[src/source/ex_pkg.sv]
`default_nettype none

package ex_pkg;

    localparam int EX_PC_WIDTH = 32; // PC width carried in the pipeline words

    typedef enum logic [3:0] {
        op_nop  = 4'd0,
        op_mov  = 4'd1,
        op_add  = 4'd2,
        op_sub  = 4'd3,
        op_and  = 4'd4,
        op_or   = 4'd5,
        op_not  = 4'd6,
        op_inc  = 4'd7,
        op_dec  = 4'd8,
        op_shl  = 4'd9,
        op_shr  = 4'd10,
        op_setc = 4'd11,
        op_clrc = 4'd12
    } alu_op_e;

    typedef enum logic [1:0] {
        src_reg = 2'd0, // Register file read
        src_wb  = 2'd1, // Forward from write-back
        src_mem = 2'd2, // Forward from memory stage
        src_imm = 2'd3  // LDM immediate
    } src_sel_e;

    typedef enum logic [2:0] {
        jmp_none   = 3'd0,
        jmp_always = 3'd1,
        jmp_zero   = 3'd2,
        jmp_neg    = 3'd3,
        jmp_carry  = 3'd4
    } jump_cond_e;

    typedef struct packed {
        logic carry;
        logic negative;
        logic zero;
    } flags_t;

    // Control bits consumed by the memory and write-back stages
    typedef struct packed {
        logic       reg_write;
        logic       pc_enable;
        logic [1:0] wb_sel;
        logic       mem_read;
        logic       mem_write;
        logic       mem_push;
        logic       mem_pop;
        logic [1:0] memory_address_select;
        logic [1:0] memory_write_src_select;
    } ex_ctrl_t;

    typedef struct packed {
        logic [EX_PC_WIDTH-1:0] pc;
        logic [15:0]            read_data1;
        logic [15:0]            read_data2;
        logic [15:0]            ldm_value;
        logic [4:0]             shamt;
        alu_op_e                alu_op;
        src_sel_e               alu_src1_select;
        src_sel_e               alu_src2_select;
        jump_cond_e             jump_cond;
        logic                   flag_update;
        logic                   flag_restore; // Takes priority over flag_update
        ex_ctrl_t               ctrl;
    } ex_in_t;

    typedef struct packed {
        logic [15:0]            result;
        flags_t                 flags;
        logic [EX_PC_WIDTH-1:0] pc;
        logic [EX_PC_WIDTH-1:0] new_pc;
        logic                   branch_taken;
        logic [15:0]            ldm_value;
        logic [15:0]            read_data1;
        logic [15:0]            read_data2;
        ex_ctrl_t               ctrl;
    } ex_out_t;

endpackage

`default_nettype wire

[src/source/operand_select.sv]
`timescale 1ns/1ns
`default_nettype none

module operand_select import ex_pkg::*; (
    input  logic [15:0] read_data1,
    input  logic [15:0] read_data2,
    input  logic [15:0] ldm_value,
    input  logic [15:0] write_back_data,
    input  logic [15:0] mem_forward_data,
    input  src_sel_e    alu_src1_select,
    input  src_sel_e    alu_src2_select,
    output logic [15:0] operand_a,
    output logic [15:0] operand_b
);

    // Same four-way choice for both operands, only the register source differs
    function automatic logic [15:0] pick_source(
        input src_sel_e    sel,
        input logic [15:0] reg_value
    );
        logic [15:0] value;
        case (sel)
            src_reg: value = reg_value;
            src_wb:  value = write_back_data;
            src_mem: value = mem_forward_data;
            src_imm: value = ldm_value;
            default: value = reg_value;
        endcase
        return value;
    endfunction

    always_comb begin
        operand_a = pick_source(alu_src1_select, read_data1); // Rdest side
        operand_b = pick_source(alu_src2_select, read_data2); // Rsrc side
    end

endmodule

`default_nettype wire

[src/source/alu.sv]
`timescale 1ns/1ns
`default_nettype none

module alu import ex_pkg::*; (
    input  alu_op_e     alu_op,
    input  logic [15:0] operand_a,
    input  logic [15:0] operand_b,
    input  logic [4:0]  shamt,
    input  logic        carry_in,
    output logic [15:0] result,
    output flags_t      flags
);

    logic [16:0] sum_wide;   // Bit 16 is carry or borrow
    logic [31:0] shl_wide;
    logic [31:0] shr_wide;
    logic        carry_out;

    // Shift through a double-width word so the shifted-out bit lands next to the result
    assign shl_wide = {16'h0000, operand_a} << shamt;
    assign shr_wide = {operand_a, 16'h0000} >> shamt;

    always_comb begin
        sum_wide = 17'h0_0000;
        case (alu_op)
            op_add:  sum_wide = {1'b0, operand_a} + {1'b0, operand_b};
            op_sub:  sum_wide = {1'b0, operand_a} - {1'b0, operand_b};
            op_inc:  sum_wide = {1'b0, operand_a} + 17'd1;
            op_dec:  sum_wide = {1'b0, operand_a} - 17'd1;
            default: sum_wide = 17'h0_0000;
        endcase
    end

    always_comb begin
        result    = operand_a;
        carry_out = carry_in;
        case (alu_op)
            op_nop: result = operand_a;
            op_mov: result = operand_b;
            op_add, op_sub, op_inc, op_dec: begin
                result    = sum_wide[15:0];
                carry_out = sum_wide[16];
            end
            op_and: result = operand_a & operand_b;
            op_or:  result = operand_a | operand_b;
            op_not: result = ~operand_a;
            op_shl: begin
                result = shl_wide[15:0]; // Zero once shamt reaches 16
                if (shamt != 5'd0) begin
                    carry_out = shl_wide[16];
                end
            end
            op_shr: begin
                result = shr_wide[31:16];
                if (shamt != 5'd0) begin
                    carry_out = shr_wide[15];
                end
            end
            op_setc: carry_out = 1'b1;
            op_clrc: carry_out = 1'b0;
            default: begin
                result    = operand_a;
                carry_out = carry_in;
            end
        endcase
    end

    always_comb begin
        flags.carry    = carry_out;
        flags.negative = result[15];
        flags.zero     = (result == 16'h0000);
    end

endmodule

`default_nettype wire

[src/source/branch_controller.sv]
`timescale 1ns/1ns
`default_nettype none

module branch_controller import ex_pkg::*; #(
    parameter int PC_WIDTH = 32
) (
    input  jump_cond_e          jump_cond,
    input  flags_t              flags,
    input  logic [PC_WIDTH-1:0] pc,
    input  logic [15:0]         target,
    output logic                taken,
    output logic [PC_WIDTH-1:0] new_pc
);

    logic [PC_WIDTH-1:0] target_ext;

    assign target_ext = {{(PC_WIDTH-16){1'b0}}, target}; // Zero-extended Rdest

    always_comb begin
        case (jump_cond)
            jmp_none:   taken = 1'b0;
            jmp_always: taken = 1'b1;
            jmp_zero:   taken = flags.zero;
            jmp_neg:    taken = flags.negative;
            jmp_carry:  taken = flags.carry;
            default:    taken = 1'b0;
        endcase
    end

    assign new_pc = taken ? target_ext : pc;

endmodule

`default_nettype wire

[src/source/ex_mem_register.sv]
`timescale 1ns/1ns
`default_nettype none

module ex_mem_register import ex_pkg::*; #(
    parameter int PC_WIDTH = 32
) (
    input  logic    clk,
    input  logic    rst_n,
    input  logic    load,
    input  ex_out_t next_data,
    input  logic    out_ready,
    output logic    out_valid,
    output ex_out_t out_data,
    output logic    in_ready
);

    // Pipeline word carries a fixed-width PC
    if (PC_WIDTH != EX_PC_WIDTH) begin : g_pc_width_check
        $error("ex_mem_register: PC_WIDTH %0d differs from word PC width %0d",
               PC_WIDTH, EX_PC_WIDTH);
    end

    // Free slot, or the held word leaves this cycle
    assign in_ready = !out_valid || out_ready;

    always_ff @(posedge clk) begin
        if (!rst_n) begin
            out_valid <= 1'b0;
            out_data  <= '0;
        end else if (load && in_ready) begin
            out_valid <= 1'b1;
            out_data  <= next_data;
        end else if (out_ready) begin
            out_valid <= 1'b0; // Word taken, nothing new behind it
        end
    end

endmodule

`default_nettype wire

[src/source/execute_stage.sv]
`timescale 1ns/1ns
`default_nettype none

module execute_stage import ex_pkg::*; #(
    parameter int PC_WIDTH = 32
) (
    input  logic        clk,
    input  logic        rst_n,

    input  logic        in_valid,
    input  ex_in_t      in_data,
    output logic        in_ready,

    input  logic [15:0] write_back_data,
    input  logic [15:0] mem_forward_data,
    input  flags_t      popped_flags,

    output logic        out_valid,
    output ex_out_t     out_data,
    input  logic        out_ready
);

    logic [15:0]         operand_a;
    logic [15:0]         operand_b;
    logic [15:0]         alu_result;
    flags_t              alu_flags;
    flags_t              flag_q;      // Stored CNZ
    flags_t              eff_flags;
    logic                taken;
    logic [PC_WIDTH-1:0] new_pc;
    logic                accept;
    ex_out_t             next_word;

    assign accept = in_valid && in_ready;

    operand_select u_operand_select (
        .read_data1       (in_data.read_data1),
        .read_data2       (in_data.read_data2),
        .ldm_value        (in_data.ldm_value),
        .write_back_data  (write_back_data),
        .mem_forward_data (mem_forward_data),
        .alu_src1_select  (in_data.alu_src1_select),
        .alu_src2_select  (in_data.alu_src2_select),
        .operand_a        (operand_a),
        .operand_b        (operand_b)
    );

    alu u_alu (
        .alu_op    (in_data.alu_op),
        .operand_a (operand_a),
        .operand_b (operand_b),
        .shamt     (in_data.shamt),
        .carry_in  (flag_q.carry),
        .result    (alu_result),
        .flags     (alu_flags)
    );

    // Flags as seen by this instruction, restore from the stack first
    always_comb begin
        if (in_data.flag_restore) begin
            eff_flags = popped_flags;
        end else if (in_data.flag_update) begin
            eff_flags = alu_flags;
        end else begin
            eff_flags = flag_q;
        end
    end

    always_ff @(posedge clk) begin
        if (!rst_n) begin
            flag_q <= '0;
        end else if (accept && (in_data.flag_restore || in_data.flag_update)) begin
            flag_q <= eff_flags;
        end
    end

    branch_controller #(
        .PC_WIDTH (PC_WIDTH)
    ) u_branch_controller (
        .jump_cond (in_data.jump_cond),
        .flags     (eff_flags),
        .pc        (in_data.pc),
        .target    (in_data.read_data1),
        .taken     (taken),
        .new_pc    (new_pc)
    );

    always_comb begin
        next_word.result       = alu_result;
        next_word.flags        = eff_flags;
        next_word.pc           = in_data.pc;
        next_word.new_pc       = new_pc;
        next_word.branch_taken = taken;
        next_word.ldm_value    = in_data.ldm_value;
        next_word.read_data1   = in_data.read_data1;
        next_word.read_data2   = in_data.read_data2;
        next_word.ctrl         = in_data.ctrl; // Memory and WB bits pass through
    end

    ex_mem_register #(
        .PC_WIDTH (PC_WIDTH)
    ) u_ex_mem_register (
        .clk       (clk),
        .rst_n     (rst_n),
        .load      (in_valid),
        .next_data (next_word),
        .out_ready (out_ready),
        .out_valid (out_valid),
        .out_data  (out_data),
        .in_ready  (in_ready)
    );

endmodule

`default_nettype wire

[config.mk]
export PLATFORM = sky130hd
export DESIGN_NAME = execute_stage
export DESIGN_NICKNAME = d
export VERILOG_FILES = /design/src/source/ex_pkg.sv /design/src/source/operand_select.sv /design/src/source/alu.sv /design/src/source/branch_controller.sv /design/src/source/ex_mem_register.sv /design/src/source/execute_stage.sv
export SDC_FILE = /design/constraint.sdc
export NUM_CORES = 1
export LEC_CHECK = 0
export BUFFER_PORTS_ARGS = -buffer_cell sky130_fd_sc_hd__buf_2
export CAP_MARGIN = 40
export CORE_MARGIN = 2
export CORE_UTILIZATION = 45
export DETAILED_ROUTE_END_ITERATION = 8
export GPL_TIMING_DRIVEN = 0
export PLACE_DENSITY = 0.74
export SKIP_LAST_GASP = 1
export SYNTH_ARGS = -nofsm -noshare
export SYNTH_HDL_FRONTEND = slang
export SYNTH_SLANG_ARGS = --single-unit
[constraint.sdc]
create_clock -name clk -period 6.6 [get_ports clk]
set_clock_uncertainty 0.05 [all_clocks]
set_input_delay 0.66 -clock clk [delete_from_list [all_inputs] [get_ports clk]]
set_output_delay 0.66 -clock clk [all_outputs]
set_load 0.03 [all_outputs]
==> out/summary.md <==
The flow ran to the end, and the final reports show no timing, DRC or antenna violations. The via count of the first global-routing pass was 12,500. Yosys printed 0 warnings. The category of the worst setup path launch point was an input pin. TritonCTS built the clock tree. In this run the register-to-register setup slack is 3880 ps. Final count of hold timing violations: 0. For the final global-route overflow total, the log shows 0. Adding up every negative setup slack in the final design gives 0 ps. The TritonCTS buffer count is 17, and the area of the mapped netlist is 10,900 um^2. Final hold analysis gives a worst-case slack of 412 ps. After synthesis the netlist holds a flip-flop and latch count of 148.

The worst hold path was traced through 2 stages. Relative to the synthesized area, the layout overhead comes to 23.6%. The run gives 440 ps as the clock latency on the worst-skew pair.

STA classifies the critical path endpoint as a register. The number of cells on the worst reg-to-reg path is 9, and the total nets after synthesis is 1,546. The clock sink count came out at 148. The endpoint of the worst hold path was u_ex_mem_register.out_data[120]. At the worst endpoint, the required time is 6830 ps.

The layout cell share with drive strength beyond 1 was 25.9%; the peak clock frequency supported by timing was 158 MHz. The cell count after placement was 1,987. In this run the most critical hold path is launched from u_ex_mem_register.out_data[120].

Max-cap violations in this run came to 0. In this run the remaining antenna-violating nets after routing total 0. Excluding fillers, the count of instances in the completed layout stands at 2,027. Dividing the detail-routed via count by the number of cells gives 6.35. The clock passes through at most 2 buffers. The tools report the maximum ir drop on the vdd rail as 0.000188 V. Dividing total power by cell area gives a power density of 231 nW/um^2.

The transition at the pin with the smallest max-transition slack was 1010 ps; the number of distinct library cells after synthesis was 84. Buffers added to address setup during post-CTS repair amount to 0. Setup violations remaining at the end of the flow were counted as 0.

Row generation in the floorplan step produced 56 rows. The run gives 23,600 um^2 as the placeable core region. Type of the most critical hold path: register to register.

In the synthesized netlist the async set-or-reset flop fraction comes to 0%. Measured against its own limit, the worst slew margin works out to 31.7%. The cell count after synthesis came out at 1,377. The sum of routed wire length over all layers is 50,700 um. The clock root buffer was sky130_fd_sc_hd__clkbuf_16.

Each instance of the synthesized netlist takes up on average 7.91 um^2. Entering global routing, the biggest net connects 20 pins. The worst register-to-register path begins at flag_q[2]. In this run the horizontal extent of the chip is 160 um. The last weighted congestion value of the routability-driven placer is 1.09. The layout net count is 1,855, and the wire length of the first global-routing pass is 75,700 um. The part of the cycle the worst path needs is 95.7%. After the first detailed-routing iteration, the DRC count stood at 1,419. After detailed routing, the average wire length per cell comes to 25.0 um. The tools report the total via count in the routed design as 12,900. The run gives 10 as the number of antenna violations at the first check in global routing.

Data on the critical path arrives at its endpoint at 6550 ps. The number of levels in the clock H-tree was 4. The endpoint of the worst register-to-register path is u_ex_mem_register.out_data[63]. Summed over all cells, the static leakage comes to 5.65 nW. Hold repair after CTS inserted 0 buffers.

The first TritonRoute pass finished after 5 iterations. Leaving out fill and tap cells, the most frequent cell in the layout is sky130_fd_sc_hd__nand2_1. After layout, the design draws a total of 3.11 mW. Among all flip-flop cells after synthesis, the most frequent one is sky130_fd_sc_hd__dfxtp_1.

Global routing consumed, over all layers together, 38.7% of the routing resources. The sequential cell area fraction in the yosys report was 27.2%; the number of buffers added on ports was 286. The die covers 25,500 um^2.

For this configuration, the core starts out at a cell density of 46.1%. For this run, design rule violations remaining after detail routing come to 0. The count of flip-flops with a built-in enable after synthesis was 0. Critical path class: input pin to register.

In this run the worst path has a maximum fanout of 10. The number of top-level pins is 295, and the max-slew violation count is 0. The smallest clock period supported by the final layout is computed as 6320 ps. The die is 160 um tall.

HPWL after detailed placement: 39,700 um. Clock-pin slew was measured on the worst setup and hold paths at 70 ps. The top cell types in the final layout, fill and taps aside, are 306 x sky130_fd_sc_hd__nand2_1, 299 x sky130_fd_sc_hd__buf_2, 148 x sky130_fd_sc_hd__dfxtp_1.
-- flip-flops by register name, summed over array words and instances (netlist names) --
signal and count:
flag_q 3, u_ex_mem_register.out_data 144, u_ex_mem_register.out_valid 1
-- what timing repair did --
item                       4_1_cts  5_1_grt
resized for setup                8       14
pin swaps                        0        0
setup endpoints to repair       35       33
-- synth_stat cells, drive strengths merged (17+ instances only) --
library cell | count | area, um^2
mux4 | 37 | 833
buf | 28 | 184
nor2 | 63 | 236
ha | 19 | 238
a21oi | 58 | 290
nand2 | 307 | 1150
nand3 | 17 | 85.1
mux2i | 44 | 440
o21ai | 92 | 460
mux2 | 26 | 293
dfxtp | 148 | 2960
inv | 17 | 63.8
a21boi | 104 | 781
and2 | 28 | 175
clkbuf | 93 | 349
-- critical path: stages --
cell                      delay, ps
sky130_fd_sc_hd__buf_2          240
sky130_fd_sc_hd__buf_6          230
sky130_fd_sc_hd__mux4_2         650
sky130_fd_sc_hd__nor4_2         370
sky130_fd_sc_hd__nand2_2        160
sky130_fd_sc_hd__nor4_4         350
sky130_fd_sc_hd__nor2b_1        200
sky130_fd_sc_hd__xnor2_1        130
sky130_fd_sc_hd__o21ai_0        120
sky130_fd_sc_hd__ha_1           380
sky130_fd_sc_hd__and2_1         230
sky130_fd_sc_hd__a31o_2         250
sky130_fd_sc_hd__a21o_1         180
sky130_fd_sc_hd__or3_1          340
sky130_fd_sc_hd__nand3_1        120
sky130_fd_sc_hd__a31oi_1        190
sky130_fd_sc_hd__or4b_4         570
sky130_fd_sc_hd__nor4_4         340
sky130_fd_sc_hd__o21a_4         280
sky130_fd_sc_hd__buf_8          190
sky130_fd_sc_hd__mux2i_1        270
sky130_fd_sc_hd__a21oi_1         90
-- final cells by class --
cell class,count,area (um^2)
Clock buffer,17,425
Sequential cell,148,2960
Antenna cell,9,22.5
Fill cell,2266,10100
Buffer,120,544
Timing Repair Buffer,291,1460
Multi-Input combinational cell,1090,7400
Clock inverter,15,188
Inverter,18,67.6
Tap cell,319,399
-- stage by stage --
step           util, %  setup WS, ps  cell area [um^2]
4_1_cts           56.7          45.2             13400
5_1_grt           57.0         -3.88             13500
6_report          57.0           283             13500
3_5_place_dp      54.1         -1210             12800
3_3_place_gp      53.9         -1120             12700
2_1_floorplan        -           507             10900
-- power by group --
part | total [mW] | internal, mW | switching [mW]
Sequential | 0.986 | 0.953 | 0.0322
Combinational | 1.12 | 0.384 | 0.739
Clock | 0.997 | 0.514 | 0.482
Total | 3.11 | 1.85 | 1.25
-- worst max-delay path by stage --
stage	startpoint	end	slack, ps	depth (start not counted)
final	in_data[18]	u_ex_mem_register.out_data[63]	280	22
after global routing	in_data[18]	u_ex_mem_register.out_data[63]	-4	22
after CTS	in_data[18]	u_ex_mem_register.out_data[63]	50	22
after detailed placement	in_data[22]	u_ex_mem_register.out_data[62]	-1210	23
after global placement	in_data[22]	u_ex_mem_register.out_data[62]	-1120	23
after floorplan	in_data[18]	u_ex_mem_register.out_data[61]	510	22
-- cells by family after synthesis --
kind of cell / after synthesis / share of synthesized area [%]
XOR/XNOR: 18 / 1.45
multiplexers: 107 / 14.4
AO/OA/AOI/OAI: 435 / 27.8
buffers and inverters: 139 / 5.51
adder cells (fa/ha/maj): 20 / 2.37
flip-flops: 148 / 27.2
AND/OR/NAND/NOR: 510 / 21.3
-- per-layer routing --
layer  share of wire (%)  GRT usage, %  wire length (um)  up-vias
li1                    -             -                 -     5656
met1                  38          48.1             19400     6152
met2                  45          61.0             22700      861
met3                  10          9.04              5300      188
met4                 6.3          23.3              3210        6
met5               0.081             0                41        -
Note: power is estimated with default switching activity, not from simulation.
